==> config.mk <==
export PLATFORM = sky130hd
export DESIGN_NAME = wordReceiver
export DESIGN_NICKNAME = d
export VERILOG_FILES = /design/src/verilog/busMasterPkg.sv /design/src/verilog/wordReceiver.sv
export SDC_FILE = /design/constraint.sdc
export NUM_CORES = 1
export LEC_CHECK = 0
export BUFFER_PORTS_ARGS = -buffer_cell sky130_fd_sc_hd__buf_2
export CAP_MARGIN = 20
export CORE_MARGIN = 5
export CORE_UTILIZATION = 48
export CTS_CLUSTER_SIZE = 20
export DETAILED_ROUTE_END_ITERATION = 10
export PLACE_DENSITY_LB_ADDON = 0.15
export SYNTH_ARGS = -nofsm -noshare
export SYNTH_HDL_FRONTEND = slang
export SYNTH_SLANG_ARGS = --single-unit
==> constraint.sdc <==
create_clock -name clk -period 2 [get_ports clk]
set_input_delay 0.6 -clock clk [delete_from_list [all_inputs] [get_ports clk]]
set_output_delay 0.6 -clock clk [all_outputs]
set_load 0.01 [all_outputs]
==> src/verilog/busMasterPkg.sv <==
`default_nettype none

package busMasterPkg;

    ////////////////////////////////////////
    // memory geometry
    ////////////////////////////////////////

    localparam int MEMORY_DEPTH = 4096;
    localparam int DATA_WIDTH = 16;
    localparam int ADDRESS_WIDTH = $clog2(MEMORY_DEPTH);

    ////////////////////////////////////////
    // frame layout
    ////////////////////////////////////////

    // leading ones that open every frame
    localparam int START_MARKER_LEN = 3;
    // marker + slave id
    localparam int REQUEST_LEN = 5;
    // marker + slave id + rdWr + address
    localparam int CONTROL_LEN = 18;
    // consecutive high arbCont samples for a grant
    localparam int GRANT_CYCLES = 2;

    typedef logic [ADDRESS_WIDTH-1:0] addrT;
    typedef logic [DATA_WIDTH-1:0] dataT;
    typedef logic [1:0] slaveIdT;
    typedef logic [CONTROL_LEN-1:0] controlFrameT;
    // wide enough for a word or a control frame
    typedef logic [4:0] bitCountT;

endpackage

`default_nettype wire

==> src/verilog/wordReceiver.sv <==
`timescale 1ns/10ps
`default_nettype none

module wordReceiver import busMasterPkg::*; (
    input  wire   clk,
    input  wire   rstN,
    input  wire   enable,
    input  wire   ready,
    input  wire   rD,
    output dataT  word,
    output logic  wordDone
);

    bitCountT count;
    logic shiftIn;

    // hold off during the wordDone cycle so the word stays put
    assign shiftIn = enable && ready && !wordDone;

    always_ff @(posedge clk or negedge rstN) begin
        if (!rstN) begin
            count <= '0;
            wordDone <= 1'b0;
        end else begin
            wordDone <= 1'b0;
            if (!enable) begin
                count <= '0;
            end else if (shiftIn) begin
                if (count == bitCountT'(DATA_WIDTH - 1)) begin
                    count <= '0;
                    wordDone <= 1'b1;
                end else begin
                    count <= count + bitCountT'(1);
                end
            end
        end
    end

    // MSB first, so new bits enter at the bottom
    always_ff @(posedge clk) begin
        if (shiftIn) begin
            word <= {word[DATA_WIDTH-2:0], rD};
        end
    end

endmodule

`default_nettype wire

* Word-level counts from Yosys, hierarchy flattened
Index checks and enable logic that the tools add are counted.
** Word-level totals
- Bits in registers :: 22
- Bits in latches :: 0
- Bits in writable memories :: 0
- Memory bits (read-only) :: 0
- Input bits :: 5
- Output and inout bits :: 17
- Logic and storage cells :: 15
- Memories kept :: 0
** Cells by class
- Add/subtract/negate cells :: 1
- Multipliers :: 0
- Div/mod/pow operators :: 0
- $lt $le $gt $ge :: 0
- Equality and inequality tests :: 2
- Shifts and indexed selects :: 0
- Muxes and demuxes :: 6
- Bitwise gates (word level) :: 0
- Reductions and logical operators :: 3
** Operators by type and width (count)
- $mux 5 :: 3
- $add 5x1->5 const B :: 1
- $eq 5x4->1 const B :: 1
- $mux 1 :: 3
- $logic_and 1x1->1 :: 2
- $ne 2x1->1 const B :: 1
- $logic_not 1->1 :: 1

* Longest topological paths before layout
- Word-level depth :: 4
- Gate-level depth with buffers :: 4
- Depth with buffers taken out :: 4

* Worst setup path after synthesis
Ideal clock, no wire load.
- Kind :: input to register
- Start point :: in enable
- End point :: reg word[0] (enable)
- Setup time :: 0.388 ns
- Data arrival time :: 1.388 ns
- Data required time :: 1.612 ns
- Slack :: 0.224 ns
- Stages on the path :: 2
- Path buffers :: 0
- Cells stage by stage :: inv_1 -> nor2_1
** Between the ends
- Word-level cells in the longest chain between the ends :: 2
** RTL lines
- start, declared :: line wordReceiver.sv:7 : input wire enable,
- $logic_and 1x1->1 (2 in a row) :: line wordReceiver.sv:18 : assign shiftIn = enable && ready && !wordDone;
- named net shiftIn :: line wordReceiver.sv:15 : logic shiftIn;
- end signal, assigned :: line wordReceiver.sv:42 : word <= {word[DATA_WIDTH-2:0], rD};
- end, declared :: line wordReceiver.sv:10 : output dataT word,
The timed path passes the listed nets, and every way through them passes these cells.
A chain may end at the register's enable or synchronous reset.

* Worst setup path after layout
- Start point :: reg word[10]
- End point :: out word[10]
No word-level cell between the ends.

==> summary.txt <==
Final Hold Viols = 0
Arr. time, crit path = 880 ps
Worst Path Max Fanout = 2
Die X = 50.1 um
Synth Area per Inst = 17.2 sq um
DRT Pass-1 Iters = 4
WS Path Type = flop to output pin
RSZ-0062 raised after global routing = no
Hold Buf Count CTS = 0
Endpoint type of the worst setup path = output pin
TritonCTS buffer count = 3
CTS clk-pin slew, worst paths = 100 ps
Area Overhead vs Synth = 20.6%
Dpl hpwl = 928 um
Place WS = 545 ps
CP top delay family = flip-flops
Psw = 0.154 mW
Unique masters post-synth = 17
CTS Root Cell = clkbuf_4
Share of layout cells above drive strength 1 = 36.6%
Die area = 2510 sq um
Top FF cell, synth = edfxtp_1
Synthesized cell area = 773 sq um
Antenna cells = 0
Fin crit period = 1480 ps
First-pass GRT wire length = 1960 um
Die extent in y = 50.1 um
P_int = 0.596 mW
Worst hold slack = 112 ps
CP Cell Sequence = buf_2
Slowest cell on crit path = edfxtp_1
HP Class = input port to async pin
Clk sinks = 22
Initial antenna violation count = 0
GRT overflow = 0
PnR worst setup slack = 522 ps
Overall Global Routing Usage = 10.4%
Post-CTS Setup Inserts = 0
Met2 Track Usage GR = 15.9%
Fmax = 0.677 GHz
CP Buf/Inv Count = 1
Gr busiest metal = met2
Io pins = 22
1st-iter DRT viols = 5
Synth area leader = edfxtp_1
Final Cell Area = 932 sq um
CTS H-tree depth = 1
Async SR Flop Fraction = 27.3%
Row cnt = 14
Core ar. = 1520 sq um
RePlAce Congestion = 0.776
Leak pwr = 0.384 nW
Slew headroom = 85.0%
Post-route ant nets = 0
Largest net degree at the start of global routing = 17
Area after DPL = 906 sq um
Via count of the routed design = 447
Gate power share = 5.9%
Final setup fails = 0
Max-Cap Viols = 0
Vias in the first global route = 420
Initial Util = 50.7%
CTS tree = yes
M1 GR Usage = 13.1%
Startpoint types = flop
DRT Wirelength = 1270 um
Placed instance count = 83
Most instantiated library cell after synthesis = edfxtp_1
Final Max Tran Viols = 0
Slowest stage delay, CP = 430 ps
Cell Pwr Density = 804 nW/um^2
Final Skew = 4.73 ps
Syn_nets = 51
Cell count after synthesis = 45
Period utilisation layout = 73.9%
Maximum VDD drop = 0.000493 V
Final #Nets = 78
Routed vias/inst = 5.14
Worst-Margin Slew = 225 ps
Number of flops mapped to enable cells by yosys = 16
Drt drc = 0
Routed WL per cell = 14.6 um
Seq pwr share = 68.6%
Largest cells by area after synthesis = edfxtp_1 62%, dfrtp_1 19%, nand3_1 1.9%
Post-cts gate resize count = 0
Yosys top cell area share = 62.1%
Met3 Use GR = 3.25%
Worst path required time = 1400 ps
Most frequent cells after synthesis = 16 x edfxtp_1, 6 x dfrtp_1, 4 x nand2_1, 3 x nand3_1
Worst reg-to-reg setup slack = 800 ps
Setup TNS = 0 ps
Proportion of power drawn by the clock network = 25.4%
Fillcell total = 113
Non-filler cells, final = 87
Seq cells post-synth = 22
YS warnings = 0
Clock Latency Late Sink = 290 ps
Seq/Total Area, Yosys = 81.6%
Port bufs = 21
Clock Path Buffers = 2
Status = completed
Net Sw Frac = 20.5%
flip-flops by register name, summed over array words and instances (netlist names):
| name | count |
|---|---|
| word | 16 |
| count | 5 |
| wordDone | 1 |
through the flow:
stage	util [%]	total power [mW]
after global routing	61.2	0.788
after CTS	61.2	0.761
after global placement	59.4	0.568
after detailed placement	59.4	0.570
after floorplan	-	0.545
final	61.2	0.750
power groups by stage:
stage / Combinational (mW) / Sequential [mW] / Clock (mW)
after floorplan: 0.0151 / 0.530 / 0
after global placement: 0.0440 / 0.524 / 0
after detailed placement: 0.0452 / 0.525 / 0
after CTS: 0.0452 / 0.515 / 0.201
after global routing: 0.0486 / 0.517 / 0.222
final: 0.0444 / 0.514 / 0.191
worst paths after layout:
path,start,end,depth (start not counted)
worst max-delay path,word[10],word[10],1
worst min-delay path,rstN,count[0],1
worst max register to register,wordDone,word[15],3
worst min register to register,word[6],word[7],0
max in group asynchronous,rstN,count[4],1
min in group clk,word[6],word[7],0
layout by cell type (no fill, tap or decap):
cell type and count:
nand2_1 4, nand4b_1 1, or3_1 1, a21oi_1 2, buf_4 1, nor3_1 1, a31oi_1 1, clkbuf_4 3
a41oi_1 1, ha_1 1, inv_1 1, nor2_1 2, nand3_1 3, edfxtp_1 16, clkinv_1 1, buf_2 21
dfrtp_1 6, xor2_1 1, nand2b_4 1, nand3b_1 2, nor2b_1 1
cell type report:
cell class	instances	area, sq um	area share (%)
Clock buffer	3	22.5	2.42
Sequential cell	22	631	67.7
Inverter	1	3.75	0.403
Clock inverter	1	3.75	0.403
Timing Repair Buffer	22	113	12.1
Multi-Input combinational cell	22	139	14.9
Tap cell	16	20.0	2.15
kinds of logic after synthesis:
logic type	count (synthesis)	synth area share, %
xor gates and xnor gates	1	1.13
DFF	22	81.6
AOI/OAI and AO/OA	4	3.24
buffers and inverters	1	0.485
adders and majority gates	1	1.62
and+or+nand+nor	16	12.0
metal layers:
layer  vias up  share of wire [%]
li1        221                  -
met1       212                 46
met2        12                 46
met3         2                6.8
met4         0               0.55
met5         -                  0
Power figures use the tool's default switching activity.
