===== config.mk =====
export PLATFORM = sky130hd
export DESIGN_NAME = wordSender
export DESIGN_NICKNAME = d
export VERILOG_FILES = /design/src/verilog/busMasterPkg.sv /design/src/verilog/wordSender.sv
export SDC_FILE = /design/constraint.sdc
export NUM_CORES = 1
export LEC_CHECK = 0
export ABC_AREA = 1
export BUFFER_PORTS_ARGS = -buffer_cell sky130_fd_sc_hd__clkbuf_2
export CORE_MARGIN = 4
export CORE_UTILIZATION = 50
export DETAILED_ROUTE_END_ITERATION = 8
export MAX_ROUTING_LAYER = met4
export PLACE_DENSITY = 0.78
export SYNTH_ARGS = -nofsm -noshare
export SYNTH_HDL_FRONTEND = slang
export SYNTH_SLANG_ARGS = --single-unit

===== constraint.sdc =====
create_clock -name clk -period 2.4 [get_ports clk]
set_input_delay 0.24 -clock clk [delete_from_list [all_inputs] [get_ports clk]]
set_output_delay 0.24 -clock clk [all_outputs]
set_load 0.01 [all_outputs]

===== src/verilog/busMasterPkg.sv =====
`default_nettype none

package busMasterPkg;

    ////////////////////////////////////////
    // memory geometry
    ////////////////////////////////////////

    localparam int MEMORY_DEPTH = 4096;
    localparam int DATA_WIDTH = 16;
    localparam int ADDRESS_WIDTH = $clog2(MEMORY_DEPTH);

    ////////////////////////////////////////
    // frame layout
    ////////////////////////////////////////

    // leading ones that open every frame
    localparam int START_MARKER_LEN = 3;
    // marker + slave id
    localparam int REQUEST_LEN = 5;
    // marker + slave id + rdWr + address
    localparam int CONTROL_LEN = 18;
    // consecutive high arbCont samples for a grant
    localparam int GRANT_CYCLES = 2;

    typedef logic [ADDRESS_WIDTH-1:0] addrT;
    typedef logic [DATA_WIDTH-1:0] dataT;
    typedef logic [1:0] slaveIdT;
    typedef logic [CONTROL_LEN-1:0] controlFrameT;
    // wide enough for a word or a control frame
    typedef logic [4:0] bitCountT;

endpackage

`default_nettype wire


===== src/verilog/wordSender.sv =====
`timescale 1ns/10ps
`default_nettype none

module wordSender import busMasterPkg::*; (
    input  wire        clk,
    input  wire        rstN,
    input  wire        load,
    input  wire dataT  word,
    input  wire        ready,
    output logic       wrD,
    output logic       busy
);

    dataT shiftReg;
    bitCountT count;
    logic advance;

    assign advance = busy && ready;

    // MSB of the shift register is the bit on the wire
    assign wrD = busy && shiftReg[DATA_WIDTH-1];

    always_ff @(posedge clk or negedge rstN) begin
        if (!rstN) begin
            busy <= 1'b0;
            count <= '0;
        end else if (load) begin
            busy <= 1'b1;
            count <= '0;
        end else if (advance) begin
            if (count == bitCountT'(DATA_WIDTH - 1)) begin
                busy <= 1'b0;
                count <= '0;
            end else begin
                count <= count + bitCountT'(1);
            end
        end
    end

    always_ff @(posedge clk) begin
        if (load) begin
            shiftReg <= word;
        end else if (advance) begin
            shiftReg <= {shiftReg[DATA_WIDTH-2:0], 1'b0};
        end
    end

endmodule

`default_nettype wire


After elaboration in Yosys (flattened, before gate mapping)
Cells that the tools add are included.

Reductions and logical operators: 5. $add $sub $neg: 1. Muxes and demuxes: 8. Equality and inequality tests: 1.

Operators with widths (number): 16-bit two-way mux (2); 5-bit two-way mux (3); 5-bit by 1-bit adder with 5-bit output (second input constant) (1); 5-bit by 4-bit == test with 1-bit output (second input constant) (1); 2-bit nonzero test (2); 1-bit two-way mux (3); 1-bit logical AND (2); 2-bit AND reduction (1).

Register bits after elaboration: 22. Input bits: 20. Output and inout port bits: 2.

Logic depth before layout (Yosys ltp)
Gate-level depths: netlist of run 1.

Word-level depth: 4. Depth in mapped cells: 6. Mapped depth without buffers: 6.

Worst setup path before layout of run 1
Ideal clock, no wire load.

Path kind: flip-flop to flip-flop. Start: reg busy. End: reg shiftReg[0], enable pin. Library setup time: 364 ps. Stages on the path, launching flop included: 5. Path slack: 1097 ps. Data arrival time: 939 ps. Required time: 2036 ps. Cells stage by stage: dfrtp_1 -> nand2_2 -> clkinv_2 -> nor2_2 -> inv_1.

Longest elaborated chain between the ends: 2.

Ends and longest elaborated chain: start, declared (line wordSender.sv:11) `output logic busy`; start signal, assigned (line wordSender.sv:25) `busy <= 1'b0;`; start signal, assigned (line wordSender.sv:28) `busy <= 1'b1;`; start signal, assigned (line wordSender.sv:32) `busy <= 1'b0;`; 1-bit logical AND (line wordSender.sv:18) `assign advance = busy && ready;`; 2-bit nonzero test (no source line); end signal, assigned (line wordSender.sv:42) `shiftReg <= word;`; end signal, assigned (line wordSender.sv:44) `shiftReg <= {shiftReg[DATA_WIDTH-2:0], 1'b0};`; end, declared (line wordSender.sv:14) `dataT shiftReg;`.

No other way between the ends. A chain may end at the register's enable or synchronous reset.

Worst setup path after layout of run 1
Start: reg busy. End: reg shiftReg[6], enable pin.

The elaborated chain is that of the path after synthesis.

==> results by group, run 1 <==
Timing
  – Setup TNS: 0 ns
  – Fin. Hold Viols: 0
  – RSZ-0062 raised after global routing: false
  – Slew Limit Fails: 0
  – Peak Freq: 711 MHz
  – # setup viols final: 0
  – Crit share post-route: 58.6%
  – Max_slew headroom: ~60%
  – Post-layout min period: 1.41 ns
  – Worst Max-Slew Pin Slew: just under 0.6 ns
  – Skew final: roughly 0.0066 ns

Clock network
  – CTS max path bufs: 2
  – Post_cts resized: 0
  – Number of H-tree levels: 1
  – Cts bufs inserted: 3
  – Post-CTS Setup Inserts: 0
  – Skew-Pair Late Insertion Delay: 0.30 ns
  – Root buffer cell: clkbuf_4
  – Reg clk slew, reported paths: approximately 0.12 ns
  – CTS tree: built
  – Clk sinks: 22

Synthesis
  – Most frequent cell after synthesis: nand2_1
  – Area contributors post-synth: edfxtp_1 (47%), nand2_1 (24%), dfrtp_1 (15%)
  – EDFF count, synth: 16
  – Mapped Avg Cell Area: 9.18 um2
  – YS warnings: 0
  – Biggest area consumer among synthesized cells: edfxtp_1
  – Post-Synthesis Cells: roughly 110
  – Distinct cells, synth: 16
  – Synth top cells by count: nand2_1 (65), edfxtp_1 (16), inv_1 (7)
  – Synth Register Bits: 22
  – Seq/Total Area, Yosys: roughly 60%
  – Ys async rst share: a little over a quarter
  – Post-Syn Nets: 133
  – Top_reg_cell synth: edfxtp_1
  – Share of the synthesized area in the top cell type: approximately 47%
  – Synth Cell Area: a little over 1000 um2

Placement
  – HPWL after DPL: approximately 1300 um
  – GPL Wtd Cong: 0.766
  – Dpl cell area: between 1000 and 1500 um2
  – Port bufs: 21

Finish
  – Layout cells sized above 1: between 20% and 30%
  – Design Area, Final: between 1000 and 1500 um2
  – N_diodes: 0
  – Final nets: 158
  – Area delta synth->final: 14.8%

Drt
  – Initial drt markers: 7
  – Drt pass-1 iters: 4
  – DR WL/cell: 10.7 um
  – Via/cell ratio: approximately 4.6
  – Final ANT Viol Nets: 0
  – DRC violations left: 0
  – Via Count: 743
  – DRT Wirelength: approximately 1700 um

Floorplan
  – Die Height: between 50 and 60 um
  – Placeable Area: 1960 um2
  – Die W: approximately 53 um
  – Die area: 2850 um2
  – Site Rows: 16
  – Num ports: 22
  – Initial Utilization: between 50% and 60%

Setup path
  – CP arrival: approximately 1.4 ns
  – Critical Path Start Type: flop
  – Critical path class: reg2reg
  – Critical path endpoint category: flop
  – Crit path max fanout: 16
  – CP required: between 2 and 2.5 ns
  – R2r worst-path depth: 4

Power
  – Worst vdd ir: between 0.3 and 0.4 mV
  – Pleak: around 0.6 nW
  – Power Dens Cells: about 600 nW/um2

Global route
  – Total congestion overflow: 0
  – Vias in the first global route: ~770
  – Initial antenna violation count: 0
  – Gr usage total: between 10% and 20%
  – Largest net degree at the start of global routing: 20
  – First-pass GRT wire length: 3020 um

Run status
  – Status: complete, no violations

Run
  – Max_cap viols: 0

Hold path
  – Hold Crit Depth: 3
  – HP Class: in2reg
## state kept, by name, summed over array words and instances (netlist names)
register  count
count         5
busy          1
shiftReg     16
## where the power goes
| group | switching [W] | internal [W] |
|---|---|---|
| Combinational | 0.0000430 | 0.0000308 |
| Sequential | 0.0000114 | 0.000445 |
| Clock | 0.000108 | 0.0000606 |
## metal layers
layer	part of all wire [%]	GRT usage, %	vias up
met5	0	-	-
met4	1.6	7.66	0
met3	4.4	2.54	4
met2	48	25.5	16
met1	46	17.3	324
li1	-	-	399
## final cells by class
cell class / instances / area [um2]
clock buffers: 3 / 22.5
clock inverters: 1 / 3.75
fillers: 186 / 781
inverters: 9 / 47.5
multi-input cells: 78 / 320
flip-flops and latches: 22 / 631
well taps: 27 / 33.8
repair buffers: 23 / 123
## final timing paths
kind | to | startpoint | slack [ns]
setup / recovery | shiftReg[6] | busy | 0.99
hold / removal | shiftReg[0] | word[0] | 0.18
setup reg to reg | shiftReg[6] | busy | 0.99
hold reg to reg | shiftReg[14] | shiftReg[13] | 0.53
max in group asynchronous | count[2] | rstN | 1.97
min in group asynchronous | busy | rstN | 0.27
## cells by family after synthesis
| kind of cell | after synthesis | share of synthesized area, % |
|---|---|---|
| AOI/OAI and AO/OA | 2 | 0.972 |
| adders and majority gates | 1 | 1.22 |
| DFF | 22 | 61.3 |
| and+or+nand+nor | 75 | 29.0 |
| buffers and inverters | 12 | 7.54 |
## critical path: stages (launching register included)
cell	delay (ns)
dfrtp_1	0.42
nand2_2	0.09
clkinv_2	0.06
nor2_2	0.05
inv_1	0.43
## cells in the final DEF (no fill, tap or decap)
master / n
nand3_1: 1
nand4_1: 1
ha_1: 1
nor2_1: 3
nand2_2: 2
clkbuf_4: 3
dfrtp_1: 6
edfxtp_1: 16
o21ai_1: 1
clkinv_8: 1
nand2_1: 65
clkbuf_2: 21
clkinv_1: 1
inv_1: 7
dlygate4sd3_1: 1
buf_4: 1
nor2_2: 3
a21oi_1: 1
clkinv_2: 1
## repair_timing
action | in CTS | in global routing
endpoints found under the setup margin | 0 | 0
hold endpoints to repair | 6 | 0
hold buffers | 1 | 0
## through the flow
| stage | cells | setup WS (ns) | total power, W | hold slack (ns) | util, % |
|---|---|---|---|---|---|
| 6_report | 163 | 0.994 | 0.000699 | 0.185 | 60.2 |
| 5_1_grt | 163 | 0.865 | 0.000737 | 0.185 | 60.2 |
| 4_1_cts | 163 | 0.968 | 0.000706 | 0.179 | 60.2 |
| 3_5_place_dp | 158 | 0.986 | 0.000539 | 0.0762 | 58.4 |
| 3_3_place_gp | 158 | 1.03 | 0.000535 | 0.0707 | 58.4 |
| 2_1_floorplan | 112 | 1.10 | 0.000511 | -0.0556 | - |
Note: power is estimated with default switching activity, not from simulation.
==> run 2: changes to the inputs <==
--- a/config.mk
+++ b/config.mk
@@ -8,10 +8,10 @@
 export ABC_AREA = 1
 export BUFFER_PORTS_ARGS = -buffer_cell sky130_fd_sc_hd__clkbuf_2
 export CORE_MARGIN = 4
-export CORE_UTILIZATION = 50
+export CORE_UTILIZATION = 47
 export DETAILED_ROUTE_END_ITERATION = 8
 export MAX_ROUTING_LAYER = met4
-export PLACE_DENSITY = 0.78
+export PLACE_DENSITY = 0.77
 export SYNTH_ARGS = -nofsm -noshare
 export SYNTH_HDL_FRONTEND = slang
 export SYNTH_SLANG_ARGS = --single-unit
==> constraint.sdc (replaced) <==
create_clock -name clk -period 1.2 [get_ports clk]
set_input_delay 0.12 -clock clk [delete_from_list [all_inputs] [get_ports clk]]
set_output_delay 0.12 -clock clk [all_outputs]
set_load 0.01 [all_outputs]
==> run 2 against run 1 <==
The run now ends with negative setup slack left. Clock-buffer cell count stayed put. Final cell count is 3.1% higher. Global-route usage decreased by 1.5 points. Routed wire length rose by 0.29%. Utilization is 1.8 points higher. Largest cell class unchanged. Largest power group unchanged.
==> results by group, run 2 (same netlist as run 1, synthesis figures left out) <==
Run status
  – Status: finished with violations
  – Failing checks: negative setup slack

Finish
  – Area delta synth->final: 21.9%
  – Design Area, Final: ~1300 um2
  – FF+latch area: between 600 and 700 um2
  – Biggest regs: shiftReg x16, count x5, busy x1
  – Commonest cells after routing, fill and taps aside: nand2_1 (64), clkbuf_2 (20), edfxtp_1 (16)
  – N_diodes: 0
  – Commonest non-fill, non-tap cell in the layout: nand2_1
  – Number of flip-flops in the largest register: 16
  – Top reg by flops: shiftReg
  – Final nets: approximately 160
  – FILL cells: around 190
  – Layout cells sized above 1: roughly 28%
  – Multi-input gate area: approximately 330 um2

Global route
  – Total congestion overflow: 0
  – Initial antenna violation count: 0
  – Gr usage total: a little over an eighth
  – First-pass GRT wire length: 2860 um
  – Vias in the first global route: 681
  – Largest net degree at the start of global routing: 20

Drt
  – DR WL/cell: 10.4 um
  – Drt pass-1 iters: 4
  – Initial drt markers: 16
  – Via Count: 768
  – Final ANT Viol Nets: 0
  – Via/cell ratio: between 4 and 5
  – DRT Wirelength: ~1700 um
  – DRC violations left: 0

Timing
  – Final WS setup: -0.000763 ns
  – Skew final: 0.00131 ns
  – Fin. Hold Viols: 0
  – # setup viols final: 5
  – Setup TNS: -0.00293 ns
  – Peak Freq: 833 MHz
  – Post-layout min period: between 1 and 1.5 ns
  – Worst Max-Slew Pin Slew: between 0.2 and 0.25 ns
  – Crit share post-route: 100%
  – Max_slew headroom: 85.6%
  – RSZ-0062 raised after global routing: true
  – Slew Limit Fails: 0

Setup path
  – Critical Path Start Type: flop
  – Crit path max fanout: 16
  – Crit path largest cell delay: between 0.4 and 0.5 ns
  – Critical path endpoint category: flop
  – CP required: 1.28 ns
  – Critical path class: reg2reg
  – CP arrival: between 1 and 1.5 ns
  – Largest delay share family, worst path: flip-flops
  – Worst-path cell chain: nand2_2, inv_4, nor2_4, clkinvlp_4, buf_12
  – CP max stage cell: dfrtp_1
  – Buf/Inv on CP: 3

Floorplan
  – Die W: between 50 and 60 um
  – Placeable Area: 2020 um2
  – Die Height: roughly 55 um
  – Die area: between 3000 and 4000 um2
  – Initial Utilization: a little over 50%
  – Num ports: 22
  – Site Rows: 16

Clock network
  – Clk sinks: 22
  – Root buffer cell: clkbuf_4
  – Cts bufs inserted: 3
  – Reg clk slew, reported paths: 0.12 ns
  – Number of H-tree levels: 1
  – Skew-Pair Late Insertion Delay: around 0.3 ns
  – CTS tree: built
  – CTS max path bufs: 2

Placement
  – GPL Wtd Cong: 0.711
  – Port bufs: 21
  – Placement Setup Slack: -0.150 ns
  – Dpl cell area: between 1000 and 1500 um2
  – HPWL after DPL: about 1200 um

Power
  – Worst vdd ir: 0.814 mV
  – Pleak: roughly 0.63 nW
  – Power Dens Cells: 1140 nW/um2

Hold path
  – HP Class: in2reg

Run
  – Max_cap viols: 0
run 2: cell types whose count changed in the layout (fill, tap and decap cells not counted), sizes merged:
cell      previous run  this run
clkinv               3         2
buf                  1         7
clkinvlp             0         1
clkbuf              24        23
run 2: report_power, final:
group / switching [W] / total [W] / internal [W]
clock network: 0.000215 / 0.000336 / 0.000121
logic: 0.0000936 / 0.000176 / 0.0000824
registers: 0.0000215 / 0.000911 / 0.000890
total: 0.000330 / 0.00142 / 0.00109
run 2: worst min-delay path, stage by stage:
cell and delay (ns):
clkbuf_2 0.08, nand2_1 0.04, inv_1 0.04
run 2: stage by stage:
| step | power (W) | hold slack, ns | std cells | util [%] |
|---|---|---|---|---|
| CTS | 0.00142 | 0.0599 | 166 | 60.6 |
| global route | 0.00152 | 0.0674 | 168 | 62.0 |
| global placement | 0.00107 | -0.0473 | 160 | 57.4 |
| detailed placement | 0.00108 | -0.0420 | 160 | 57.4 |
| floorplan | 0.00102 | -0.176 | 112 | - |
| finish | 0.00142 | 0.0686 | 168 | 62.0 |
run 2: final cells by class:
cell class / count / area share, %
clock inverters: 1 / 0.299
flip-flops and latches: 22 / 50.3
multi-input cells: 78 / 26.1
clock buffers: 3 / 1.80
repair buffers: 28 / 14.6
inverters: 9 / 4.19
well taps: 27 / 2.69
run 2: what timing repair did:
action / 4_1_cts / 5_1_grt
setup endpoints to repair: 16 / 18
hold buffers: 1 / 0
buffers inserted: 1 / 2
endpoints found under the hold margin: 6 / 0
gates resized for setup: 2 / 6
pin swaps: 0 / 2
run 2: metal layers:
metal	GRT usage, %	share of wire (%)	vias to the layer above	wire [um]
li1	-	-	407	-
met1	17.1	45	340	791
met2	21.3	49	17	854
met3	3.27	4.6	4	80
met4	4.98	0.97	0	17
met5	-	0	-	0
run 2: final timing paths:
path,from,end,slack [ns],cells past startpoint
max reg2reg,busy,shiftReg[5],-0.0008,5
min in group asynchronous,rstN,busy,0.16,2
max,busy,shiftReg[5],-0.0008,5
min,word[0],shiftReg[0],0.07,3
max in group asynchronous,rstN,count[0],0.89,2
min reg2reg,count[4],count[4],0.53,2
