## config.mk

```make
export PLATFORM = sky130hd
export DESIGN_NAME = transactionSequencer
export DESIGN_NICKNAME = d
export VERILOG_FILES = /design/src/verilog/busMasterPkg.sv /design/src/verilog/transactionSequencer.sv
export SDC_FILE = /design/constraint.sdc
export NUM_CORES = 1
export LEC_CHECK = 0
export ABC_AREA = 1
export BUFFER_PORTS_ARGS = -buffer_cell sky130_fd_sc_hd__clkbuf_2
export CORE_ASPECT_RATIO = 2
export CORE_MARGIN = 2
export CORE_UTILIZATION = 40
export CTS_CLUSTER_SIZE = 14
export DETAILED_ROUTE_END_ITERATION = 16
export PLACE_DENSITY_LB_ADDON = 0.2
export SYNTH_ARGS = -nofsm -noshare
export SYNTH_HDL_FRONTEND = slang
export SYNTH_SLANG_ARGS = --single-unit
```

## constraint.sdc

```tcl
create_clock -name clk -period 3.65 [get_ports clk]
set_clock_uncertainty 0.2 [all_clocks]
set_input_delay 0.1825 -clock clk [delete_from_list [all_inputs] [get_ports clk]]
set_output_delay 0.1825 -clock clk [all_outputs]
set_load 0.02 [all_outputs]
```

## src/verilog/busMasterPkg.sv

```systemverilog
`default_nettype none

package busMasterPkg;

    ////////////////////////////////////////
    // memory geometry
    ////////////////////////////////////////

    localparam int MEMORY_DEPTH = 4096;
    localparam int DATA_WIDTH = 16;
    localparam int ADDRESS_WIDTH = $clog2(MEMORY_DEPTH);

    ////////////////////////////////////////
    // frame layout
    ////////////////////////////////////////

    // leading ones that open every frame
    localparam int START_MARKER_LEN = 3;
    // marker + slave id
    localparam int REQUEST_LEN = 5;
    // marker + slave id + rdWr + address
    localparam int CONTROL_LEN = 18;
    // consecutive high arbCont samples for a grant
    localparam int GRANT_CYCLES = 2;

    typedef logic [ADDRESS_WIDTH-1:0] addrT;
    typedef logic [DATA_WIDTH-1:0] dataT;
    typedef logic [1:0] slaveIdT;
    typedef logic [CONTROL_LEN-1:0] controlFrameT;
    // wide enough for a word or a control frame
    typedef logic [4:0] bitCountT;

endpackage

`default_nettype wire

```

## src/verilog/transactionSequencer.sv

```systemverilog
`timescale 1ns/10ps
`default_nettype none

module transactionSequencer import busMasterPkg::*; (
    input  wire           clk,
    input  wire           rstN,

    // host
    input  wire           start,
    input  wire           rdWr,
    input  wire           inEx,
    input  wire slaveIdT  slaveId,
    input  wire addrT     address,
    input  wire dataT     data,

    // arbiter
    input  wire           arbCont,

    // sender / receiver
    input  wire           busy,
    input  wire dataT     word,
    input  wire           wordDone,

    // memory read data
    input  wire dataT     q,

    output logic          arbSend,
    output logic          control,
    output logic          valid,
    output logic          load,
    output logic          enable,
    output logic          wr,
    output addrT          ramAddress,
    output dataT          ramData,
    output logic          doneCom,
    output dataT          dataOut
);

    typedef enum logic [2:0] {
        stIdle,
        stLoad,
        stRequest,
        stGrantWait,
        stControl,
        stFetch,
        stData,
        stFinish
    } seqStateT;

    seqStateT state;
    bitCountT bitCount;
    logic savedRdWr;
    logic savedInEx;
    addrT savedAddress;
    dataT savedData;

    // frames as built from the host inputs, and their shift copies
    logic [REQUEST_LEN-1:0] requestFrame;
    logic [REQUEST_LEN-1:0] requestShift;
    controlFrameT controlFrame;
    controlFrameT controlShift;

    // arbCont history plus current sample
    logic [GRANT_CYCLES-2:0] arbHistory;
    logic [GRANT_CYCLES-1:0] grantWindow;

    logic dataDone;

    assign requestFrame = {{START_MARKER_LEN{1'b1}}, slaveId};
    assign controlFrame = {{START_MARKER_LEN{1'b1}}, slaveId, rdWr, address};
    assign grantWindow = {arbHistory, arbCont};

    // write ends when the sender goes idle, read when a word is assembled
    assign dataDone = savedRdWr ? !busy : wordDone;

    ////////////////////////////////////////
    // datapath strobes
    ////////////////////////////////////////

    // valid drops in the cycle right after the last bit moved
    assign valid = (state == stData) && !dataDone;
    assign load = (state == stFetch);
    assign enable = (state == stData) && !savedRdWr;
    assign doneCom = (state == stFinish);

    // host word goes in during stLoad, received word at the end of a read
    assign wr = ((state == stLoad) && savedInEx && savedRdWr) ||
                ((state == stData) && !savedRdWr && wordDone);
    assign ramAddress = savedAddress;
    assign ramData = (state == stLoad) ? savedData : word;

    ////////////////////////////////////////
    // FSM
    ////////////////////////////////////////

    always_ff @(posedge clk or negedge rstN) begin
        if (!rstN) begin
            state <= stIdle;
            bitCount <= '0;
            savedRdWr <= 1'b0;
            savedInEx <= 1'b0;
            arbHistory <= '0;
            arbSend <= 1'b0;
            control <= 1'b0;
        end else begin
            case (state)
                stIdle: begin
                    if (start) begin
                        savedRdWr <= rdWr;
                        savedInEx <= inEx;
                        // first request bit is out in the next cycle
                        arbSend <= requestFrame[REQUEST_LEN-1];
                        bitCount <= bitCountT'(1);
                        state <= stLoad;
                    end
                end
                // stLoad is also the first request bit cycle
                stLoad, stRequest: begin
                    if (bitCount == bitCountT'(REQUEST_LEN)) begin
                        arbSend <= 1'b0;
                        arbHistory <= '0;
                        state <= stGrantWait;
                    end else begin
                        arbSend <= requestShift[REQUEST_LEN-1];
                        bitCount <= bitCount + bitCountT'(1);
                        state <= stRequest;
                    end
                end
                stGrantWait: begin
                    arbHistory <= grantWindow[GRANT_CYCLES-2:0];
                    if (&grantWindow) begin
                        arbSend <= 1'b1;
                        control <= controlShift[CONTROL_LEN-1];
                        bitCount <= bitCountT'(1);
                        state <= stControl;
                    end
                end
                stControl: begin
                    if (bitCount == bitCountT'(CONTROL_LEN)) begin
                        control <= 1'b0;
                        // writes need one cycle to hand q to the sender
                        state <= savedRdWr ? stFetch : stData;
                    end else begin
                        control <= controlShift[CONTROL_LEN-1];
                        bitCount <= bitCount + bitCountT'(1);
                    end
                end
                stFetch: begin
                    state <= stData;
                end
                stData: begin
                    if (dataDone) begin
                        arbSend <= 1'b0;
                        state <= stFinish;
                    end
                end
                stFinish: begin
                    state <= stIdle;
                end
                default: begin
                    state <= stIdle;
                end
            endcase
        end
    end

    ////////////////////////////////////////
    // frame shifters and saved host words
    ////////////////////////////////////////

    always_ff @(posedge clk) begin
        case (state)
            stIdle: begin
                if (start) begin
                    requestShift <= {requestFrame[REQUEST_LEN-2:0], 1'b0};
                    controlShift <= controlFrame;
                    savedAddress <= address;
                    savedData <= data;
                end
            end
            stLoad, stRequest: begin
                requestShift <= {requestShift[REQUEST_LEN-2:0], 1'b0};
            end
            stGrantWait: begin
                if (&grantWindow) begin
                    controlShift <= {controlShift[CONTROL_LEN-2:0], 1'b0};
                end
            end
            stControl: begin
                controlShift <= {controlShift[CONTROL_LEN-2:0], 1'b0};
            end
            stData: begin
                // q still holds the fetched word on a write
                if (dataDone) begin
                    dataOut <= savedRdWr ? q : word;
                end
            end
            default: begin
            end
        endcase
    end

endmodule

`default_nettype wire

```

# [Word-level counts from Yosys, hierarchy flattened]
# Index checks and enable logic that the tools add are counted.
[word_totals] register_bits=80 latch_bits=0 ram_bits=0 rom_bits=0 n_memories=0
[op_classes] addsub=1 mul=0 div_mod_pow=0 magnitude_cmp=0 n_eq_ne=16 n_shift=0 mux=30 bitwise=0 reduce_logical=27
[ops] cell="case mux 18 bit (3 select lines)" n=1
[ops] cell="two-way mux 18 bit" n=2
[ops] cell="two-way mux 16 bit" n=2
[ops] cell="two-way mux 5 bit" n=5
[ops] cell="case mux 3 bit (7 select lines)" n=1
[ops] cell="case mux 5 bit (4 select lines)" n=1
[ops] cell="!= test 2 bit (second input constant)" n=7
[ops] cell="equality test 3 bit (second input constant)" n=4
[ops] cell="two-way mux 3 bit" n=4
[ops] cell="AND reduction 2 bit" n=6
[ops] cell="case mux 5 bit (2 select lines)" n=1
[ops] cell="two-way mux 1 bit" n=9
[ops] cell="AND reduction 4 bit" n=2
[ops] cell="nonzero test 4 bit" n=2
[ops] cell="equality test 3 x 2 -> 1 bit (second input constant)" n=2
[ops] cell="nonzero test 2 bit" n=3
[ops] cell="adder 5 x 1 -> 5 bit (second input constant)" n=1
[ops] cell="equality test 5 x 3 -> 1 bit (second input constant)" n=1
[ops] cell="equality test 5 bit (second input constant)" n=1
[ops] cell="logical AND 1 bit" n=5
[ops] cell="AND reduction 5 bit" n=1
[ops] cell="case mux 1 bit (2 select lines)" n=2
[ops] cell="case mux 1 bit (4 select lines)" n=1
[ops] cell="equality test 3 x 1 -> 1 bit (second input constant)" n=1
[ops] cell="7 further kinds" n=9

# [Longest topological paths before layout]
# Gate-level depths: netlist (run 1).
[depth] ltp_word=4 ltp_mapped=10

# [Least setup slack after synthesis (run 1)]
# No wires, ideal clock.
[synth_timing] kind="register to register" start="reg state[0]" end="reg controlShift[0], enable pin" setup_time_ns=0.421 arrival_time_ns=2.162 t_required_ns=3.029 slack_ns=0.867 path_stages_with_launch=5 path_buffers=0 synth_period_minus_slack_ns=2.783 cell_sequence="dfrtp_1 > nand2_2 > nor2_1 > nand2_1 > a21boi_0"
[synth_via] elab_chain_cells=3 elab_cells_between_ends=7
[synth_rtl] element="start: declaration" line_no="transactionSequencer.sv:50" source="seqStateT state;"
[synth_rtl] element="start signal: assignment" line_no="transactionSequencer.sv:98" source="state <= stIdle;"
[synth_rtl] element="start signal: assignment" line_no="transactionSequencer.sv:114" source="state <= stLoad;"
[synth_rtl] element="start signal: assignment" line_no="transactionSequencer.sv:122" source="state <= stGrantWait;"
[synth_rtl] element="equality test 3 x 2 -> 1 bit, or another cell as far along" line_no="transactionSequencer.sv:172" source="case (state)"
[synth_rtl] element="!= test 2 bit (no line) / nonzero test 3 bit (equally long branches)"
[synth_rtl] element="AND reduction 3 bit (no line) *"
[synth_rtl] element="end signal: assignment" line_no="transactionSequencer.sv:176" source="controlShift <= controlFrame;"
[synth_rtl] element="end signal: assignment" line_no="transactionSequencer.sv:186" source="controlShift <= {controlShift[CONTROL_LEN-2:0], 1'b0};"
[synth_rtl] element="end signal: assignment" line_no="transactionSequencer.sv:190" source="controlShift <= {controlShift[CONTROL_LEN-2:0], 1'b0};"
[synth_rtl] element="end: declaration" line_no="transactionSequencer.sv:61" source="controlFrameT controlShift;"
# Every way passes the cells marked *; elsewhere a longest branch is shown, timed or not.
# A chain may end at the register's enable or synchronous reset.

# [Worst setup path in the final report (run 1)]
[layout_timing] start="reg state[0]" end="reg controlShift[2], enable pin"
# Same word-level chain as after synthesis.

==> summary.md, run 1 <==
| Metric | Value |
|---|---|
| Layout cells sized above 1 | 0.318 |
| Die width | between 70 and 80 um |
| Leak | ~0.0024 uW |
| Final net count | around 600 |
| CP startpoint kind | flop |
| Core Area | between 8000 and 9000 um^2 |
| First-pass GRT wire length | approximately 14000 um |
| Hold Path End | requestShift[2] |
| Synth async-reset ratio | 0.165 |
| DRT met1 WL | between 3000 and 4000 um |
| Crit path arrival time | between 2000 and 2500 ps |
| Initial DRC count | about 140 |
| Total clock sinks | 79 |
| Max-slew violations | 0 |
| Reg-to-reg endpoint | controlShift[2] |
| Hold Crit Depth | 3 |
| Layout area overhead | 47.0% |
| Cell variety after synth | 28 |
| TritonCTS buffer count | 9 |
| Vias in the first global route | 3016 |
| Period utilization | 0.626 |
| Worst min path class | input pin to flop |
| Slew @ Worst Pin | 978 ps |
| Status | finished clean |
| Routed WL per cell | 13.8 um |
| Drt first pass iters | 4 |
| Min-delay src | slaveId[1] |
| Flops & latches, synth | 79 |
| Finish-stage setup viols | 0 |
| R2R setup slack | roughly 1400 ps |
| Max incr delay on CP | ~790 ps |
| Area of the mapped netlist | approximately 3500 um^2 |
| Clock latency at the later pin of the worst-skew pair | ~330 ps |
| CP required | 3400 ps |
| HPWL after DPL | slightly above 6000 um |
| Die area | slightly below 10000 um^2 |
| PwrDens | between 700 and 800 nW/um^2 |
| Boundary pin count | 121 |
| Global route overflow | 0 |
| Initial antenna violation count | 0 |
| Post-synth EDFFs | between 60 and 70 |
| CTS Buffer Depth | 2 |
| Clk Tree Root Cell | clkbuf_16 |
| Die Y | approximately 140 um |
| Most common cell in the netlist | nand2_1 |
| List of most frequent post-synthesis cells | 136 x nand2_1, 66 x edfxtp_1, 21 x nor2_1 |
| RePlAce Congestion | 0.857 |
| Post-DRT Antenna Nets | 0 |
| Fin. Hold Viols | 0 |
| Crit path max-delay family | compound AO/OA/AOI/OAI gates |
| Peak VDD IR | between 0.4 and 0.5 mV |
| Fin util | 0.604 |
| Syn Nets | ~410 |
| Starting Density | 0.411 |
| Vias/cell | 4.68 |
| Fmax | approximately 0.44 GHz |
| Total GRT Usage | 0.185 |
| Worst path cell trace | nand2_2 -> nor2_1 -> nand2_1 -> a21boi_2 |
| Clock slew at reported path FFs | roughly 60 ps |
| Setup TNS | 0 ps |
| Warnings from Yosys | 0 |
| RSZ-0062 raised after global routing | false |
| Ranking of synthesized cells by area | edfxtp_1 56%, nand2_1 14%, dfrtp_1 9.2% |
| Buf+Inv Stages, Crit Path | 0 |
| Top FF cell, synth | edfxtp_1 |
| ANT cells | 0 |
| CTS H-tree depth | 3 |
| Final min period | between 2000 and 2500 ps |
| Largest net degree at the start of global routing | 30 |
| Crit-path max FO | 18 |
| Slew headroom | 0.344 |
| Max-capacitance violation count | 0 |
| Row count | 48 |
| Critical R2R Launch | state[0] |
| Post-Route WL | 8650 um |
| Worst Reg-to-Reg Cells | 4 |
| Largest area contributor in the netlist | edfxtp_1 |
| Synth top area share | 0.562 |
| Sequential area share after synthesis | 0.654 |
| CTS tree | built |
| Crit end category | flop |
| WS Path Type | flop to flop |
| Count of input and output buffers | 120 |
| DRC viols | 0 |
| Max layer used | met4 |
| Met2 wire length | around 5000 um |
| Metal3 WL | 398 um |
| Slowest stage cell, crit path | a21boi_2 |
| Via count | 2940 |
| Syn Inst Count | about 330 |
| Syn Area/Cell | 10.6 um^2 |
## cell type report
| cell class | instances | area, um^2 |
|---|---|---|
| clock inverters | 3 | 68.8 |
| flip-flops and latches | 79 | 2310 |
| repair buffers | 187 | 1260 |
| clock buffers | 13 | 250 |
| fillers | 742 | 3400 |
| inverters | 23 | 88.8 |
| well taps | 100 | 125 |
| multi-input cells | 223 | 1080 |
## power breakdown
part | total, uW | switching, uW | internal [uW] | leakage (uW)
sequential | 1470 | 122 | 1350 | 0.000767
combinational | 1430 | 916 | 517 | 0.00151
clock | 952 | 332 | 619 | 0.000154
## per-layer routing
layer	vias to the layer above	global-route usage
met1	1356	0.190
met4	0	0.0705
met3	11	0.0368
li1	1485	-
met5	-	0
met2	88	0.360
## cell usage in the layout, fill, tap and decap left out, types with 2 or more instances in the layout
master,netlist,layout
bufinv_16,0,2
nor2_1,21,21
nand4_1,3,3
ha_1,3,3
or2_2,5,5
inv_2,3,3
nor3_1,2,2
a21oi_1,2,2
clkbuf_1,1,3
nand3_1,15,15
dfrtp_1,13,13
clkbuf_2,0,120
clkbuf_16,0,9
edfxtp_1,66,66
nor2_2,2,2
inv_1,19,19
mux2_2,15,15
nand2_1,136,136
buf_4,2,3
nand2_2,2,2
o21ai_0,12,12
dlygate4sd3_1,0,64
## worst min-delay path: stages
cell      delay [ps]
clkbuf_2          70
inv_1             40
o21ai_0          160
## through the flow
step | cell area, um^2 | worst slack [ps] | power (uW) | instances | hold slack [ps]
2_1_floorplan | 3530 | 867 | 2430 | 332 | -313
3_3_place_gp | 4230 | 1430 | 2770 | 548 | -86.5
3_5_place_dp | 4230 | 1340 | 2800 | 548 | -86.7
4_1_cts | 5190 | 1340 | 3900 | 628 | 11.8
5_1_grt | 5190 | 1140 | 4110 | 628 | 44.5
6_report | 5190 | 1370 | 3860 | 628 | 34.8
## worst max path at each step
stage / start / to / slack (ps) / depth (start not counted)
CTS: state[0] / controlShift[16] / 1340 / 4
finish: state[0] / controlShift[2] / 1370 / 4
global route: state[0] / controlShift[14] / 1140 / 4
detailed placement: state[0] / controlShift[8] / 1340 / 4
floorplan: state[0] / controlShift[0] / 870 / 4
global placement: state[0] / controlShift[2] / 1430 / 4
## cell families after synthesis
group           Yosys count  synth area share
compound gates           15            0.0220
buf+inv                  30            0.0401
xor+xnor                  1           0.00248
fa+ha+maj                 3            0.0106
flops                    79             0.654
mux                      15            0.0479
simple gates            189             0.223
## registers in the layout, indices dropped and copies added (netlist names)
| name | flops |
|---|---|
| arbSend | 1 |
| state | 3 |
| savedInEx | 1 |
| controlShift | 18 |
| control | 1 |
| bitCount | 5 |
| savedRdWr | 1 |
| arbHistory | 1 |
| savedData | 16 |
| dataOut | 16 |
| requestShift | 4 |
| ramAddress | 12 |
## repair_timing
item / CTS / global route
hold buffers: 64 / 0
endpoints found under the setup margin: 0 / 0
endpoints found under the hold margin: 73 / 0
resized for setup: 0 / 0
setup buffers: 0 / 0
Note: power is estimated with default switching activity, not from simulation.
==> inputs of run 2 (changes only) <==
--- a/config.mk
+++ b/config.mk
@@ -5,7 +5,7 @@
 export SDC_FILE = /design/constraint.sdc
 export NUM_CORES = 1
 export LEC_CHECK = 0
-export ABC_AREA = 1
+export ABC_AREA = 0
 export BUFFER_PORTS_ARGS = -buffer_cell sky130_fd_sc_hd__clkbuf_2
 export CORE_ASPECT_RATIO = 2
 export CORE_MARGIN = 2
==> constraint.sdc (replaced) <==
create_clock -name clk -period 2.2 [get_ports clk]
set_clock_uncertainty 0.2 [all_clocks]
set_input_delay 0.11 -clock clk [delete_from_list [all_inputs] [get_ports clk]]
set_output_delay 0.11 -clock clk [all_outputs]
set_load 0.02 [all_outputs]
==> summary.md, run 2 <==
| Metric | Value |
|---|---|
| Layout fillers | ~710 |
| Sequential area share after synthesis | 0.638 |
| Vias in the first global route | between 2000 and 3000 |
| Status | finished clean |
| Post-Route WL | 8500 um |
| Largest regs | controlShift x18, dataOut x16, savedData x16 |
| Total GRT Usage | 0.180 |
| Syn Area/Cell | roughly 15 um^2 |
| Mux contribution to synthesized area | 0.172 |
| Initial DRC count | 80 |
| Slew @ Worst Pin | roughly 420 ps |
| WS Path Type | flop to primary output |
| Final net count | just over 500 |
| Boundary pin count | roughly 120 |
| Die area | between 9000 and 10000 um^2 |
| Period utilization | 0.969 |
| RSZ-0062 raised after global routing | false |
| CP startpoint kind | flop |
| CP required | between 1500 and 2000 ps |
| Syn Inst Count | ~240 |
| Peak VDD IR | roughly 0.65 mV |
| Final min period | 2130 ps |
| Area of the mapped netlist | between 3000 and 4000 um^2 |
| Crit-path max FO | 16 |
| Drt first pass iters | 4 |
| Cell variety after synth | 47 |
| Core Area | slightly below 9000 um^2 |
| Most common cell after layout, fill and taps aside | clkbuf_2 |
| Max reg flops | 18 |
| PwrDens | about 1100 nW/um^2 |
| Largest area contributor in the netlist | edfxtp_1 |
| Global route overflow | 0 |
| CTS tree | built |
| Crit end category | primary output |
| Starting Density | 0.407 |
| Max-slew violations | 0 |
| Routed WL per cell | about 16 um |
| Top FF cell, synth | edfxtp_1 |
| Slew headroom | 0.718 |
| Flops & latches, synth | 79 |
| Die width | between 70 and 80 um |
| Synth async-reset ratio | 0.165 |
| Warnings from Yosys | 0 |
| Total area of sequential cells | ~2300 um^2 |
| RePlAce Congestion | 0.842 |
| Clock latency at the later pin of the worst-skew pair | about 340 ps |
| Via count | about 2700 |
| Syn Nets | roughly 300 |
| Clk Tree Root Cell | clkbuf_16 |
| Post-synthesis simple-gate area fraction | 0.0806 |
| Setup TNS | 0 ps |
| XOR/XNOR share of the synthesized area | 0.00242 |
| DRC viols | 0 |
| First-pass GRT wire length | ~14000 um |
| Synth top area share | 0.548 |
| Fin. Hold Viols | 0 |
| Finish-stage setup viols | 0 |
| Clock slew at reported path FFs | 60 ps |
| Layout cells sized above 1 | 0.494 |
| Row count | 49 |
| Max-capacitance violation count | 0 |
| R2R setup slack | approximately 90 ps |
| Most frequent cells in the layout | 120 x clkbuf_2, 66 x edfxtp_1, 66 x dlygate4sd3_1 |
| Post-DRT Antenna Nets | 0 |
| Crit path arrival time | 1820 ps |
| HPWL after DPL | between 5000 and 6000 um |
| ANT cells | 0 |
| Leak | ~0.0023 uW |
| Initial antenna violation count | 0 |
| Count of input and output buffers | between 100 and 150 |
| Largest family of logic cells by synthesized area | multiplexers |
| Ranking of synthesized cells by area | edfxtp_1 55%, mux2_2 14%, dfrtp_1 9.0% |
| Synth Area in Compound Gates | 0.0681 |
| CTS H-tree depth | 3 |
| Die Y | 138 um |
| Worst min path class | input pin to asynchronous set/reset pin |
| Total clock sinks | 79 |
| Vias/cell | approximately 5 |
| Fmax | around 0.47 GHz |
| List of most frequent post-synthesis cells | 66 x edfxtp_1, 44 x mux2_2, 13 x dfrtp_1 |
| Most common cell in the netlist | edfxtp_1 |
| Hold_ws | between 20 and 25 ps |
| Multi-input gate area | 1210 um^2 |
| Largest register by flop count | controlShift |
| Post-Synth Adder-Cell Area | 0.0104 |
| Largest net degree at the start of global routing | 34 |
| Post-synth EDFFs | 66 |
| CTS Buffer Depth | 2 |
| Layout area overhead | 49.0% |
| TritonCTS buffer count | 9 |
## run 2: changes by cell type in the layout (fill, tap and decap cells not counted), moves of 4 or more
cell and change:
inv_1 -15, o21ai_0 -6, mux2_2 +29, nand3_1 -14, a211oi_1 +5, a21oi_1 +4
buf_4 +10, mux2_4 +7, nor2_1 -14, nand2b_1 +6, nand2_1 -131, or2_2 -4
## run 2: worst paths after layout
path,start,to,cells past startpoint
worst max-delay path,state[2],ramData[9],5
worst min-delay path,rstN,bitCount[2],2
worst max register to register,savedRdWr,dataOut[5],3
worst min register to register,controlShift[15],controlShift[16],1
max in group asynchronous,rstN,state[2],2
min in group clk,start,state[0],4
## run 2: per-layer routing
metal	global-route usage	up-vias	part of all wire
met1	0.192	1283	0.37
met5	0	-	0
met2	0.324	94	0.55
met4	0.0804	0	0.026
met3	0.0445	17	0.053
li1	-	1311	-
## run 2: cells by family after synthesis
family,after synthesis
mux,53
buf+inv,17
flops,79
fa+ha+maj,3
xor+xnor,1
simple gates,48
compound gates,34
## run 2: worst max-delay path, stage by stage (launching register included)
cell	delay [ps]
dfrtp_2	460
nand2b_1	210
nor2_4	150
buf_12	160
mux2_2	350
clkbuf_2	150
## run 2: cell type report
| cell class | count | area share |
|---|---|---|
| well taps | 102 | 0.0237 |
| multi-input cells | 139 | 0.225 |
| clock buffers | 9 | 0.0418 |
| repair buffers | 204 | 0.267 |
| clock inverters | 7 | 0.00998 |
| flip-flops and latches | 79 | 0.429 |
| inverters | 5 | 0.00348 |
## run 2: report_power, final
| part | switching [uW] | total [uW] | leakage [uW] | internal, uW |
|---|---|---|---|---|
| combinational | 1170 | 2410 | 0.00136 | 1240 |
| clock | 618 | 1390 | 0.000136 | 775 |
| sequential | 147 | 2180 | 0.000752 | 2040 |
| total | 1940 | 5990 | 0.00225 | 4050 |
## run 2: metrics by stage
stage                     worst slack [ps]  utilization  cells  power, uW  instance area, um^2
after floorplan                        182            -    235       3770                 3620
after global placement                 177        0.495    459       4320                 4400
after detailed placement               141        0.495    459       4370                 4400
after CTS                             5.50        0.603    542       5990                 5360
after global routing                  7.73        0.606    545       6340                 5390
final                                 69.2        0.606    545       5990                 5390
## run 2: what timing repair did
item,CTS,global route
pin swaps,0,1
buffers inserted,1,3
resized for setup,2,4
endpoints found under the hold margin,77,0
hold buffers,66,0
setup endpoints to repair,16,31
